<file path="config.mk">
export PLATFORM = sky130hd
export DESIGN_NAME = decodeTop
export DESIGN_NICKNAME = d
export VERILOG_FILES = /design/src/hw/mipsPkg.sv /design/src/hw/regFile.sv /design/src/hw/instrDecoder.sv /design/src/hw/branchCompare.sv /design/src/hw/nextPcUnit.sv /design/src/hw/decodeStage.sv /design/src/hw/decodeTop.sv
export SDC_FILE = /design/constraint.sdc
export NUM_CORES = 2
export LEC_CHECK = 0
export ABC_CLOCK_PERIOD_IN_PS = 19700
export BUFFER_PORTS_ARGS = -buffer_cell sky130_fd_sc_hd__buf_2
export CAP_MARGIN = 25
export CELL_PAD_IN_SITES_DETAIL_PLACEMENT = 0
export CELL_PAD_IN_SITES_GLOBAL_PLACEMENT = 1
export CORE_ASPECT_RATIO = 1.5
export CORE_MARGIN = 1
export CORE_UTILIZATION = 37
export DETAILED_ROUTE_END_ITERATION = 8
export HOLD_SLACK_MARGIN = 0.02
export PLACE_DENSITY_LB_ADDON = 0.1
export RECOVER_POWER = 25
export SYNTH_ARGS = -nofsm -noshare
export SYNTH_HDL_FRONTEND = slang
export SYNTH_HIERARCHICAL = 1
export SYNTH_SLANG_ARGS = --single-unit
</file>
<file path="constraint.sdc">
create_clock -name clk -period 19.7 [get_ports clk]
set_input_delay 2.955 -clock clk [delete_from_list [all_inputs] [get_ports clk]]
set_output_delay 2.955 -clock clk [all_outputs]
set_load 0.05 [all_outputs]
</file>
<file path="src/hw/mipsPkg.sv">
package mipsPkg;

    // Decoded instruction kinds, NOP is also the illegal value
    typedef enum logic [5:0] {
        NOP,
        // R-format arithmetic, logic and shifts
        ADD, SUB, ADDU, SUBU,
        AND, OR, XOR, NOR,
        SLT, SLTU,
        SLL, SLLV, SRL, SRLV, SRA, SRAV,
        // Register jumps
        JR, JALR,
        // Conditional moves
        MOVZ, MOVN,
        // I-format arithmetic and logic
        ADDI, ADDIU, ANDI, ORI, XORI, LUI, SLTI, SLTIU,
        // Loads and stores
        LW, LH, LHU, LB, LBU,
        SW, SH, SB,
        // Branches, REGIMM group included
        BEQ, BNE, BLEZ, BGTZ,
        BGEZ, BLTZ, BGEZAL, BLTZAL,
        // Absolute jumps
        J, JAL
    } instrKindT;

    // R-format view
    typedef struct packed {
        logic [5:0] opcode;
        logic [4:0] rs;
        logic [4:0] rt;
        logic [4:0] rd;
        logic [4:0] shamt;
        logic [5:0] funct;
    } rFieldsT;

    // I-format view
    typedef struct packed {
        logic [5:0]  opcode;
        logic [4:0]  rs;
        logic [4:0]  rt;
        logic [15:0] imm;
    } iFieldsT;

    // J-format view
    typedef struct packed {
        logic [5:0]  opcode;
        logic [25:0] target;
    } jFieldsT;

    // One machine word seen through all three formats
    typedef union packed {
        rFieldsT r;
        iFieldsT i;
        jFieldsT j;
    } instrWordU;

endpackage

</file>
<file path="src/hw/regFile.sv">
module regFile (
    input  logic        clk,
    input  logic        rstN,
    input  logic [4:0]  raddrA,
    input  logic [4:0]  raddrB,
    output logic [31:0] rdataA,
    output logic [31:0] rdataB,
    input  logic [4:0]  waddr,
    input  logic [31:0] wdata
);

    // $zero is not stored
    logic [31:0] regs [1:31];

    always_ff @(posedge clk) begin
        if (!rstN) begin
            for (int i = 1; i < 32; i++) begin
                regs[i] <= 32'd0;
            end
        end else if (waddr != 5'd0) begin
            regs[waddr] <= wdata;
        end
    end

    // Same-cycle write is bypassed to the readers
    assign rdataA = (raddrA == 5'd0)  ? 32'd0 :
                    (raddrA == waddr) ? wdata : regs[raddrA];
    assign rdataB = (raddrB == 5'd0)  ? 32'd0 :
                    (raddrB == waddr) ? wdata : regs[raddrB];

    // A write to a nonzero register lands in storage
    assert property (@(posedge clk) disable iff (!rstN)
        (waddr != 5'd0) |=> (regs[$past(waddr)] == $past(wdata)))
        else $error("regFile: write data not stored");

endmodule

</file>
<file path="src/hw/instrDecoder.sv">
module instrDecoder import mipsPkg::*; (
    input  instrWordU   code,
    output instrKindT   kind,
    output logic [4:0]  rs,
    output logic [4:0]  rt,
    output logic [4:0]  rd,
    output logic [4:0]  shamt,
    output logic [15:0] imm,
    output logic [25:0] target,
    output logic        ri
);

    // Cleared when no table matched the word
    logic known;

    assign rs     = code.r.rs;
    assign rt     = code.r.rt;
    assign rd     = code.r.rd;
    assign shamt  = code.r.shamt;
    assign imm    = code.i.imm;
    assign target = code.j.target;

    always_comb begin
        kind  = NOP;
        known = 1'b1;
        // All-zero word is the canonical nop, not an SLL
        if (code != '0) begin
            case (code.i.opcode)
                // SPECIAL, decoded by funct
                6'b000000: begin
                    case (code.r.funct)
                        6'b100000: kind = ADD;
                        6'b100010: kind = SUB;
                        6'b100001: kind = ADDU;
                        6'b100011: kind = SUBU;
                        6'b100100: kind = AND;
                        6'b100101: kind = OR;
                        6'b100110: kind = XOR;
                        6'b100111: kind = NOR;
                        6'b101010: kind = SLT;
                        6'b101011: kind = SLTU;
                        6'b000000: kind = SLL;
                        6'b000100: kind = SLLV;
                        6'b000010: kind = SRL;
                        6'b000110: kind = SRLV;
                        6'b000011: kind = SRA;
                        6'b000111: kind = SRAV;
                        6'b001000: kind = JR;
                        6'b001001: kind = JALR;
                        6'b001010: kind = MOVZ;
                        6'b001011: kind = MOVN;
                        default:   known = 1'b0;
                    endcase
                end
                // REGIMM, decoded by rt
                6'b000001: begin
                    case (code.i.rt)
                        5'b00000: kind = BLTZ;
                        5'b00001: kind = BGEZ;
                        5'b10000: kind = BLTZAL;
                        5'b10001: kind = BGEZAL;
                        default:  known = 1'b0;
                    endcase
                end
                6'b001000: kind = ADDI;
                6'b001001: kind = ADDIU;
                6'b001100: kind = ANDI;
                6'b001101: kind = ORI;
                6'b001110: kind = XORI;
                6'b001111: kind = LUI;
                6'b001010: kind = SLTI;
                6'b001011: kind = SLTIU;
                6'b100011: kind = LW;
                6'b100001: kind = LH;
                6'b100101: kind = LHU;
                6'b100000: kind = LB;
                6'b100100: kind = LBU;
                6'b101011: kind = SW;
                6'b101001: kind = SH;
                6'b101000: kind = SB;
                6'b000100: kind = BEQ;
                6'b000101: kind = BNE;
                6'b000110: kind = BLEZ;
                6'b000111: kind = BGTZ;
                6'b000010: kind = J;
                6'b000011: kind = JAL;
                default:   known = 1'b0;
            endcase
        end
    end

    assign ri = !known;

    // Reserved exactly when a nonzero word found no kind
    always_comb begin
        assert (ri == (code != '0 && kind == NOP))
            else $error("instrDecoder: ri %b with kind %s", ri, kind.name());
    end

endmodule

</file>
<file path="src/hw/branchCompare.sv">
module branchCompare import mipsPkg::*; (
    input  instrKindT   kind,
    input  logic [31:0] rsVal,
    input  logic [31:0] rtVal,
    output logic        cond
);

    logic rsNeg;
    logic rsZero;

    assign rsNeg  = rsVal[31];
    assign rsZero = (rsVal == 32'd0);

    always_comb begin
        case (kind)
            BEQ:          cond = (rsVal == rtVal);
            BNE:          cond = (rsVal != rtVal);
            BLEZ:         cond = rsNeg || rsZero;
            BGTZ:         cond = !rsNeg && !rsZero;
            BGEZ, BGEZAL: cond = !rsNeg;
            BLTZ, BLTZAL: cond = rsNeg;
            // Moves test rt, not rs
            MOVZ:         cond = (rtVal == 32'd0);
            MOVN:         cond = (rtVal != 32'd0);
            default:      cond = 1'b0;
        endcase
    end

endmodule

</file>
<file path="src/hw/nextPcUnit.sv">
module nextPcUnit import mipsPkg::*; (
    input  logic [31:0] pcIf,
    input  logic [31:0] pcId,
    input  instrKindT   kind,
    input  logic        cond,
    input  logic [15:0] imm,
    input  logic [25:0] target,
    input  logic [31:0] rsVal,
    output logic [31:0] nextPc
);

    logic [31:0] seqIf;
    logic [31:0] seqId;
    logic [31:0] branchOffset;

    assign seqIf = pcIf + 32'd4;
    // Delay-slot address, base for branches and jumps
    assign seqId = pcId + 32'd4;
    assign branchOffset = {{14{imm[15]}}, imm, 2'b00};

    always_comb begin
        case (kind)
            BEQ, BNE, BLEZ, BGTZ, BGEZ, BLTZ, BGEZAL, BLTZAL:
                nextPc = cond ? (seqId + branchOffset) : seqIf;
            J, JAL:
                nextPc = {seqId[31:28], target, 2'b00};
            JR, JALR:
                nextPc = rsVal;
            default:
                nextPc = seqIf;
        endcase
    end

endmodule

</file>
<file path="src/hw/decodeStage.sv">
module decodeStage import mipsPkg::*; (
    input  logic        clk,
    input  logic        rstN,
    input  logic        stall,
    input  logic        flush,
    input  logic [31:0] codeId,
    input  logic [31:0] pcId,
    input  logic [4:0]  fwdAddrEx,
    input  logic [31:0] fwdDataEx,
    input  logic [4:0]  fwdAddrMem,
    input  logic [31:0] fwdDataMem,
    output logic [4:0]  raddrA,
    output logic [4:0]  raddrB,
    input  logic [31:0] rdataA,
    input  logic [31:0] rdataB,
    output instrKindT   kind,
    output logic [15:0] imm,
    output logic [25:0] target,
    output logic [31:0] rsFwd,
    output logic        cond,
    output instrKindT   instrEx,
    output logic [31:0] pcEx,
    output logic [31:0] rsDataEx,
    output logic [31:0] rtDataEx,
    output logic [15:0] immEx,
    output logic [4:0]  shamtEx,
    output logic [4:0]  rsAddrEx,
    output logic [4:0]  rtAddrEx,
    output logic [4:0]  rdAddrEx,
    output logic [4:0]  dstAddrEx,
    output logic [31:0] dstDataEx,
    output logic        riEx
);

    logic [4:0]  rsAddr;
    logic [4:0]  rtAddr;
    logic [4:0]  rdAddr;
    logic [4:0]  shamt;
    logic        ri;
    logic [31:0] rtFwd;
    logic [31:0] pcPlus8;
    logic [4:0]  dstAddr;
    logic [31:0] dstData;

    instrDecoder uDecoder (
        .code(codeId), .kind(kind), .rs(rsAddr), .rt(rtAddr), .rd(rdAddr),
        .shamt(shamt), .imm(imm), .target(target), .ri(ri)
    );

    assign raddrA = rsAddr;
    assign raddrB = rtAddr;

    // EX beats MEM beats the register file; $zero never matches
    assign rsFwd = (fwdAddrEx != 5'd0 && fwdAddrEx == rsAddr)   ? fwdDataEx  :
                   (fwdAddrMem != 5'd0 && fwdAddrMem == rsAddr) ? fwdDataMem : rdataA;
    assign rtFwd = (fwdAddrEx != 5'd0 && fwdAddrEx == rtAddr)   ? fwdDataEx  :
                   (fwdAddrMem != 5'd0 && fwdAddrMem == rtAddr) ? fwdDataMem : rdataB;

    branchCompare uCompare (.kind(kind), .rsVal(rsFwd), .rtVal(rtFwd), .cond(cond));

    assign pcPlus8 = pcId + 32'd8;

    // Write-back target, plus data already known in ID
    always_comb begin
        dstAddr = 5'd0;
        dstData = 32'd0;
        case (kind)
            BGEZAL, BLTZAL: begin
                // Link only when the branch is taken
                dstAddr = cond ? 5'd31 : 5'd0;
                dstData = pcPlus8;
            end
            MOVZ, MOVN: begin
                dstAddr = cond ? rdAddr : 5'd0;
                dstData = cond ? rsFwd : 32'd0;
            end
            JAL: begin
                dstAddr = 5'd31;
                dstData = pcPlus8;
            end
            JALR: begin
                dstAddr = rdAddr;
                dstData = pcPlus8;
            end
            ADD, SUB, ADDU, SUBU, AND, OR, XOR, NOR, SLT, SLTU,
            SLL, SLLV, SRL, SRLV, SRA, SRAV:
                dstAddr = rdAddr;
            ADDI, ADDIU, ANDI, ORI, XORI, SLTI, SLTIU, LW, LH, LHU, LB, LBU:
                dstAddr = rtAddr;
            LUI: begin
                dstAddr = rtAddr;
                dstData = {imm, 16'h0000};
            end
            default: dstAddr = 5'd0;
        endcase
    end

    // ID/EX register, flush wins over stall
    always_ff @(posedge clk) begin
        if (!rstN || flush) begin
            instrEx   <= NOP;
            pcEx      <= 32'd0;
            rsDataEx  <= 32'd0;
            rtDataEx  <= 32'd0;
            immEx     <= 16'd0;
            shamtEx   <= 5'd0;
            rsAddrEx  <= 5'd0;
            rtAddrEx  <= 5'd0;
            rdAddrEx  <= 5'd0;
            dstAddrEx <= 5'd0;
            dstDataEx <= 32'd0;
            riEx      <= 1'b0;
        end else if (!stall) begin
            instrEx   <= kind;
            pcEx      <= pcId;
            rsDataEx  <= rsFwd;
            rtDataEx  <= rtFwd;
            immEx     <= imm;
            shamtEx   <= shamt;
            rsAddrEx  <= rsAddr;
            rtAddrEx  <= rtAddr;
            rdAddrEx  <= rdAddr;
            dstAddrEx <= dstAddr;
            dstDataEx <= dstData;
            riEx      <= ri;
        end
    end

    // Flushed slot must reach EX as a clean bubble
    assert property (@(posedge clk) flush |=> (instrEx == NOP && !riEx && dstAddrEx == 5'd0))
        else $error("decodeStage: ID/EX not a bubble after flush");

endmodule

</file>
<file path="src/hw/decodeTop.sv">
module decodeTop import mipsPkg::*; (
    input  logic        clk,
    input  logic        rstN,
    input  logic        stall,
    input  logic        flush,
    input  logic [31:0] pcIf,
    input  logic [31:0] codeId,
    input  logic [31:0] pcId,
    input  logic [4:0]  fwdAddrEx,
    input  logic [31:0] fwdDataEx,
    input  logic [4:0]  fwdAddrMem,
    input  logic [31:0] fwdDataMem,
    input  logic [4:0]  wbAddr,
    input  logic [31:0] wbData,
    output logic [31:0] nextPc,
    output logic        takenId,
    output instrKindT   instrEx,
    output logic [31:0] pcEx,
    output logic [31:0] rsDataEx,
    output logic [31:0] rtDataEx,
    output logic [15:0] immEx,
    output logic [4:0]  shamtEx,
    output logic [4:0]  rsAddrEx,
    output logic [4:0]  rtAddrEx,
    output logic [4:0]  rdAddrEx,
    output logic [4:0]  dstAddrEx,
    output logic [31:0] dstDataEx,
    output logic        riEx
);

    logic [4:0]  raddrA;
    logic [4:0]  raddrB;
    logic [31:0] rdataA;
    logic [31:0] rdataB;
    instrKindT   kind;
    logic [15:0] imm;
    logic [25:0] target;
    logic [31:0] rsFwd;

    regFile uRegFile (
        .clk(clk), .rstN(rstN), .raddrA(raddrA), .raddrB(raddrB),
        .rdataA(rdataA), .rdataB(rdataB), .waddr(wbAddr), .wdata(wbData)
    );

    // Branch condition doubles as the taken flag
    decodeStage uDecodeStage (
        .clk(clk), .rstN(rstN), .stall(stall), .flush(flush),
        .codeId(codeId), .pcId(pcId),
        .fwdAddrEx(fwdAddrEx), .fwdDataEx(fwdDataEx),
        .fwdAddrMem(fwdAddrMem), .fwdDataMem(fwdDataMem),
        .raddrA(raddrA), .raddrB(raddrB), .rdataA(rdataA), .rdataB(rdataB),
        .kind(kind), .imm(imm), .target(target), .rsFwd(rsFwd), .cond(takenId),
        .instrEx(instrEx), .pcEx(pcEx), .rsDataEx(rsDataEx), .rtDataEx(rtDataEx),
        .immEx(immEx), .shamtEx(shamtEx), .rsAddrEx(rsAddrEx), .rtAddrEx(rtAddrEx),
        .rdAddrEx(rdAddrEx), .dstAddrEx(dstAddrEx), .dstDataEx(dstDataEx), .riEx(riEx)
    );

    nextPcUnit uNextPc (
        .pcIf(pcIf), .pcId(pcId), .kind(kind), .cond(takenId), .imm(imm),
        .target(target), .rsVal(rsFwd), .nextPc(nextPc)
    );

endmodule

</file>
[Word level (Yosys, flattened, before mapping)]
Memories as Yosys holds them, arrays and structs flattened.
Index checks and enable logic that the tools add are counted.
Word-level totals
  input bits: 211
  output and inout bits: 209
  memories kept: 1
  memory bits (writable): 992
  logic and storage cells: 180
  flip-flop bits (word level): 176
Cells by class
  add/subtract/negate cells: 4
  reduce and logical (&&, ||, !) cells: 36
  equal/unequal tests: 96
  multiplexer cells: 31
Memory list
  uRegFile.regs: words 31, width 32, rd ports 2, clocked after memory_dff 0, write ports 31, RTL line regFile.sv:13  | logic [31:0] regs [1:31];
Operators by type and width (number)
  32-bit two-way mux: 11
  32-bit case mux with 3 select lines: 2
  6-bit equality test, second input constant: 30
  6-bit case mux with 24 select lines: 1
  6-bit by 4-bit equality test with 1-bit output, second input constant: 20
  5-bit case mux with 20 select lines: 1
  6-bit by 5-bit equality test with 1-bit output, second input constant: 16
  6-bit by 3-bit equality test with 1-bit output, second input constant: 11
  32-bit by 3-bit adder with 32-bit output, second input constant: 2
  32-bit zero test: 2
  32-bit nonzero test: 2
  6-bit by 2-bit equality test with 1-bit output, second input constant: 6
  32-bit adder: 1
  32-bit by 4-bit adder with 32-bit output, second input constant: 1
  32-bit equality test: 1
  32-bit inequality test: 1
  32-bit OR reduction: 1
  5-bit equality test: 6
  5-bit case mux with 5 select lines: 1
  6-bit case mux with 4 select lines: 1
  22-bit OR reduction: 1
  20-bit OR reduction: 1
  17-bit OR reduction: 1
  5-bit two-way mux: 3
  other kinds (17): 44

[Longest topological paths before layout]
  depth after elaboration: 11
  depth in mapped cells: 27
  mapped depth without buffers: 20

[By module]
Netlist, hierarchy kept.
Modules (own cells, without submodules)
  regFile: instances 1, area each 55124.1 um2, seq. area each 30749.5 um2, cells an instance 3737
  decodeStage: instances 1, area each 9396.5 um2, seq. area each 3523.4 um2, cells an instance 1106
  nextPcUnit: instances 1, area each 3535.9 um2, seq. area each 0.0 um2, cells an instance 519
  instrDecoder: instances 1, area each 1203.7 um2, seq. area each 0.0 um2, cells an instance 178
  branchCompare: instances 1, area each 644.4 um2, seq. area each 0.0 um2, cells an instance 87

[Least setup slack after synthesis]
No wires, ideal clock.
  kind: in2out
  start point: input codeId[22]
  end point: output nextPc[14]
  stages on the path: 22
  data arrival time: 8.711 ns
  required time: 16.745 ns
  path slack: 8.034 ns
  cells stage by stage: buf_4 > buf_4 > buf_4 > buf_2 > buf_2 > mux2i_1 > a21oi_1 > a221o_1 > a32o_1 > o21ai_0 > o211ai_1 > o21a_1 > xor2_1 > nor4_2 > nand4_1 > o32a_1 > o211ai_2 > clkbuf_1 > inv_1 > or2_2 > clkbuf_1 > o31ai_1
Between the ends
  cells in the longest elaborated chain, start to end: 11
  elaborated cells on any way between the ends: 42
RTL lines
  start, declared: RTL line decodeTop.sv:7  | input logic [31:0] codeId,
  memory 31 x 32 bit or 5-bit equality test (tied branches)
  32-bit two-way mux: RTL line regFile.sv:27  | (raddrA == waddr) ? wdata : regs[raddrA];
  32-bit two-way mux *: RTL line regFile.sv:26  | assign rdataA = (raddrA == 5'd0) ? 32'd0 :
  net rdataA[14]: RTL line decodeTop.sv:33  | logic [31:0] rdataA;
  32-bit two-way mux *: RTL line decodeStage.sv:55  | (fwdAddrMem != 5'd0 && fwdAddrMem == rsAddr) ? fwdDataMem : rdataA;
  32-bit two-way mux *: RTL line decodeStage.sv:54  | assign rsFwd = (fwdAddrEx != 5'd0 && fwdAddrEx == rsAddr) ? fwdDataEx :
  net rsFwd[14]: RTL line decodeTop.sv:38  | logic [31:0] rsFwd;
  32-bit zero test: RTL line branchCompare.sv:12  | assign rsZero = (rsVal == 32'd0);
  1-bit zero test: RTL line branchCompare.sv:19  | BGTZ: cond = !rsNeg && !rsZero;
  1-bit logical AND: RTL line branchCompare.sv:19
  1-bit case mux with 8 select lines *: RTL line branchCompare.sv:15  | case (kind)
  net takenId: RTL line decodeTop.sv:16  | output logic takenId,
  32-bit two-way mux *: RTL line nextPcUnit.sv:24  | nextPc = cond ? (seqId + branchOffset) : seqIf;
  32-bit case mux with 3 select lines *: RTL line nextPcUnit.sv:22  | case (kind)
  end, declared: RTL line decodeTop.sv:15  | output logic [31:0] nextPc,
The timed path passes the listed nets; every way through them passes the cells marked *.

[Final worst setup path]
  start point: input codeId[21]
  end point: output nextPc[17]
Between the ends
  cells in the longest elaborated chain, start to end: 11
  elaborated cells on any way between the ends: 42
RTL lines (RTL line)
  memory 31 x 32 bit or 5-bit equality test (tied branches)
  32-bit two-way mux: regFile.sv:27
  32-bit two-way mux *: regFile.sv:26
  net rdataA[28]: decodeTop.sv:33
  32-bit two-way mux *: decodeStage.sv:55
  32-bit two-way mux *: decodeStage.sv:54
  net rsFwd[28]: decodeTop.sv:38
  32-bit zero test: branchCompare.sv:12
  1-bit zero test: branchCompare.sv:19
  1-bit logical AND: branchCompare.sv:19
  1-bit case mux with 8 select lines *: branchCompare.sv:15
  32-bit two-way mux *: nextPcUnit.sv:24
  32-bit case mux with 3 select lines *: nextPcUnit.sv:22
Marked as above.

==> flow_metrics.py <==
metrics = {
    "placed_design": {
        "post_dp_cell_area_um2": 74700,
        "finalWeightedCongestion": 1.02,
        "place.detailed.hpwl_um": 207000,
        "io_buffer_count": 419,
        "dp_worst_setup_slack_ps": 5950,
    },
    "clock_tree": {
        "clk-insertion-delay-late_ps": 810,
        "cts.reportedPaths.clkPinSlew_ps": 60,
        "cts_setup_buffers": 0,
        "cts.sink_count": 1200,
        "cts_tree": "built",
        "cts-buffers-inserted": 121,
        "htreeDepth": 3,
        "cts_root_buf": "sky130_fd_sc_hd__clkbuf_16",
        "clockBufferDepth": 3,
        "post_cts_resize_count": 0,
        "cts.hold.buffers_added": 0,
    },
    "drt": {
        "wire_per_inst_um": 37.7,
        "vias": 51800,
        "drt_first_iter_violations": 5725,
        "avgViaCountPerCell": 6.17,
        "finalWirelength_um": 317000,
        "drt_drc": 0,
        "drtAntennaViolNets": 0,
        "drt_pre_antenna_iters": 6,
    },
    "timing": {
        "final-setup-viol-count": 0,
        "final_critical_path_setup_slack_ps": 5820,
        "max_clock_freq_ghz": 0.0720,
        "final_min_period_over_clock_period_pct": 70.5,
        "finalWorstPathRequiredPeriod_ps": 13880,
        "rsz0062_at_grt": "false",
        "setup_tns_ps": 0,
        "skew_ps": 56.6,
        "worstMarginPinSlew_ps": 4230,
        "maxSlewViolCount": 1334,
        "hold_viol_final": 0,
        "slew_headroom_pct": -182,
        "worst_hold_slack_ps": 469,
    },
    "floorplan": {
        "core.rowCount": 195,
        "floorplan.io_pins": 420,
        "chipWidth_um": 357,
        "initial_utilization_pct": 37.2,
        "die_area_um2": 191000,
        "fp.coreArea_um2": 188000,
        "die-height_um": 534,
    },
    "logic_synthesis": {
        "synth_enable_flop_cells": 1024,
        "yosys_register_bits": 1200,
        "synth-seq-area-share_pct": 49.0,
        "synth.yosys.warnings": 6,
        "synth_async_sr_flop_share_pct": 0,
        "syn-cell-area_um2": 69900,
        "synth_flop_cell": "sky130_fd_sc_hd__edfxtp_1",
        "postSynthCellCount": 5627,
        "syn_area_per_cell_um2": 12.4,
        "synthDistinctLibCells": 103,
    },
    "status": {
        "status": "finished, violations left",
        "failed_checks": "capacitance limit, slew limit",
    },
    "power_and_ir_drop": {
        "power.density_cell_area_nw_per_um2": 83.3,
        "internal-power_mw": 4.60,
        "power_switching_share_pct": 29.4,
        "power.share.combinational_pct": 18.0,
        "power.share.clock_pct": 36.5,
        "sequentialPowerShare_pct": 45.5,
        "net-switching-power_mw": 1.92,
        "leakage_power_total_nw": 27.0,
        "vdd_drop_max_v": 0.0000784,
    },
    "setup_path": {
        "worst_ep_required_time_ps": 16750,
        "timing.critical_path.slowest_stage_cell": "sky130_fd_sc_hd__a31oi_1",
        "worst_setup_path_start_kind": "primary input",
        "regToRegStartpoint": "uRegFile/regs[18][21]$_SDFFCE_PN0P_",
        "rr_worst_depth": 17,
        "worst-r2r-setup-slack_ps": 13280,
        "worst_path_largest_cell_delay_ps": 930,
        "cp_cell_sequence": "buf_8 > buf_12 > buf_4 > xnor2_1 > nand4_1 > a21oi_4 > buf_4 > a22o_1 > o21ai_0 > a31oi_1 > xor2_1 > nor4_2 > nand4_1 > o32a_1 > o211ai_2 > inv_1 > or2_2 > nor4b_1 > a311o_1 > buf_2",
        "timing.setup.critical_path_class": "primary input to output pin",
        "worst-path-max-fanout": 94,
        "worst_ep_arrival_ps": 10930,
        "cp-end-kind": "output pin",
        "reg2reg_capture_point": "uDecodeStage/dstDataEx[21]$_SDFFE_PP0N_",
    },
    "global_route": {
        "grt_start_max_net_pins": 123,
        "grt_antenna_before_repair": 29,
        "vias_in_the_first_global_route": 51500,
        "grt-ovfl-total": 0,
        "grt_usage_pct": 32.4,
        "grt_pass1_wl_um": 427000,
    },
    "layout": {
        "final_cell_area_um2": 78200,
        "area_growth_pct": 11.9,
        "layout.nets": 6061,
        "drive_above_1_share_pct": 19.6,
    },
    "hold_path": {
        "startpoint_of_the_lowest_slack_hold_path": "uDecodeStage/rsDataEx[30]$_SDFFE_PP0N_",
        "hold_end": "uDecodeStage/rsDataEx[30]$_SDFFE_PP0N_",
        "holdCritPathClass": "register to register",
        "min_path_cells": 2,
    },
    "run": {
        "max-cap-violations": 42,
    },
}
registers in the layout, indices dropped and copies added (netlist names), 6 cells and up:
signal                  flops
uDecodeStage/dstDataEx     32
uDecodeStage/instrEx        6
uDecodeStage/pcEx          32
uRegFile/regs            1024
uDecodeStage/immEx         16
uDecodeStage/rtDataEx      32
uDecodeStage/rsDataEx      32
critical path: cells and delay by family:
kind / cells / cell delay [ps]
XOR/XNOR: 2 / 380
AO/OA/AOI/OAI: 7 / 2750
AND/OR/NAND/NOR: 5 / 1650
buffers and inverters: 6 / 2720
power groups by stage:
stage               clock network [mW]  registers (mW)  logic [mW]
floorplan                            0            3.04       0.641
detailed placement                   0            3.02        1.16
finish                            2.38            2.97        1.17
global route                      2.50            2.98        1.20
CTS                               2.42            2.97        1.16
global placement                     0            3.01        1.16
area by class of cell:
| class | instances | area [um^2] |
|---|---|---|
| flip-flops and latches | 1200 | 34300 |
| clock buffers | 159 | 3330 |
| multi-input cells | 3824 | 33300 |
| clock inverters | 64 | 619 |
| fillers | 17800 | 110000 |
| well taps | 2462 | 3080 |
| repair buffers | 620 | 3380 |
| inverters | 47 | 176 |
| diodes | 18 | 45.0 |
worst max-delay path by stage:
stage,startpoint,to,slack (ps),cells after the start
6_report,codeId[21],nextPc[17],5820,20
5_1_grt,codeId[21],nextPc[17],5490,20
4_1_cts,codeId[21],nextPc[17],5920,20
3_5_place_dp,codeId[21],nextPc[17],5950,20
3_3_place_gp,codeId[21],nextPc[17],6080,20
2_1_floorplan,codeId[22],nextPc[14],8030,22
metrics by stage:
step	cells	power, mW	util (%)
2_1_floorplan	5658	3.68	-
3_3_place_gp	8140	4.17	39.7
3_5_place_dp	8148	4.18	39.8
4_1_cts	8371	6.55	41.9
5_1_grt	8377	6.68	41.6
6_report	8394	6.52	41.6
cells by family after synthesis:
kind of cell    after synthesis  share of synthesized area, %
xor+xnor                    165                          2.07
buf+inv                     634                          4.25
other cells                   1                       0.00536
fa+ha+maj                    36                         0.655
mux                         826                          19.3
compound gates              900                          9.57
flops                      1200                          49.0
simple gates               1865                          15.1
cells in the mapped netlist (24+ instances only):
| master | n | area, um^2 |
|---|---|---|
| sky130_fd_sc_hd__edfxtp_1 | 1024 | 30700 |
| sky130_fd_sc_hd__and2_1 | 1007 | 6300 |
| sky130_fd_sc_hd__mux4_2 | 411 | 9260 |
| sky130_fd_sc_hd__mux2i_1 | 356 | 3560 |
| sky130_fd_sc_hd__clkbuf_1 | 352 | 1320 |
| sky130_fd_sc_hd__nand2_1 | 282 | 1060 |
| sky130_fd_sc_hd__nor2_1 | 184 | 691 |
| sky130_fd_sc_hd__dfxtp_1 | 176 | 3520 |
| sky130_fd_sc_hd__a21oi_1 | 134 | 671 |
| sky130_fd_sc_hd__o21ai_0 | 127 | 636 |
| sky130_fd_sc_hd__xor2_1 | 95 | 832 |
| sky130_fd_sc_hd__buf_4 | 93 | 698 |
| sky130_fd_sc_hd__buf_2 | 90 | 450 |
| sky130_fd_sc_hd__nand3_1 | 84 | 420 |
| sky130_fd_sc_hd__a22oi_1 | 70 | 526 |
| sky130_fd_sc_hd__xnor2_1 | 70 | 613 |
| sky130_fd_sc_hd__nor3_1 | 57 | 285 |
| sky130_fd_sc_hd__o221ai_1 | 53 | 464 |
| sky130_fd_sc_hd__nor2b_1 | 51 | 319 |
| sky130_fd_sc_hd__o2bb2ai_1 | 51 | 447 |
| sky130_fd_sc_hd__inv_1 | 47 | 176 |
| sky130_fd_sc_hd__o211ai_1 | 43 | 323 |
| sky130_fd_sc_hd__a222oi_1 | 41 | 410 |
| sky130_fd_sc_hd__o22ai_1 | 40 | 250 |
| sky130_fd_sc_hd__buf_1 | 35 | 131 |
| sky130_fd_sc_hd__ha_1 | 35 | 438 |
| sky130_fd_sc_hd__o21ai_1 | 35 | 175 |
| sky130_fd_sc_hd__mux2_2 | 34 | 383 |
| sky130_fd_sc_hd__nand4_1 | 33 | 206 |
| sky130_fd_sc_hd__a211oi_1 | 32 | 240 |
| sky130_fd_sc_hd__a22o_1 | 32 | 280 |
| sky130_fd_sc_hd__a221o_1 | 31 | 310 |
| sky130_fd_sc_hd__a32o_1 | 29 | 290 |
| sky130_fd_sc_hd__nor4_1 | 28 | 175 |
| sky130_fd_sc_hd__mux2_1 | 25 | 282 |
| sky130_fd_sc_hd__a221oi_1 | 24 | 210 |
| sky130_fd_sc_hd__and3_1 | 24 | 150 |
per-layer routing:
layer	global-route usage (%)	up-vias	wire length [um]
met3	5.54	766	22000
met4	20.4	28	22300
met1	35.8	26700	112000
met5	0	-	197
li1	-	21700	-
met2	57.3	2587	160000
layout by cell type, fill, tap and decap left out, types with 56 or more instances in the layout:
| cell | netlist | routed |
|---|---|---|
| sky130_fd_sc_hd__buf_4 | 93 | 167 |
| sky130_fd_sc_hd__nor2_1 | 184 | 156 |
| sky130_fd_sc_hd__nand2_1 | 282 | 282 |
| sky130_fd_sc_hd__buf_2 | 90 | 216 |
| sky130_fd_sc_hd__edfxtp_1 | 1024 | 1024 |
| sky130_fd_sc_hd__nor3_1 | 57 | 56 |
| sky130_fd_sc_hd__and2_0 | 0 | 106 |
| sky130_fd_sc_hd__nand3_1 | 84 | 83 |
| sky130_fd_sc_hd__a21oi_1 | 134 | 132 |
| sky130_fd_sc_hd__o21ai_0 | 127 | 103 |
| sky130_fd_sc_hd__xor2_1 | 95 | 95 |
| sky130_fd_sc_hd__clkbuf_16 | 0 | 123 |
| sky130_fd_sc_hd__a22oi_1 | 70 | 70 |
| sky130_fd_sc_hd__mux4_2 | 411 | 411 |
| sky130_fd_sc_hd__xnor2_1 | 70 | 70 |
| sky130_fd_sc_hd__clkbuf_1 | 352 | 246 |
| sky130_fd_sc_hd__and2_1 | 1007 | 901 |
| sky130_fd_sc_hd__dfxtp_1 | 176 | 176 |
| sky130_fd_sc_hd__mux2i_1 | 356 | 356 |
No activity file was read; power rests on OpenSTA's default activity.
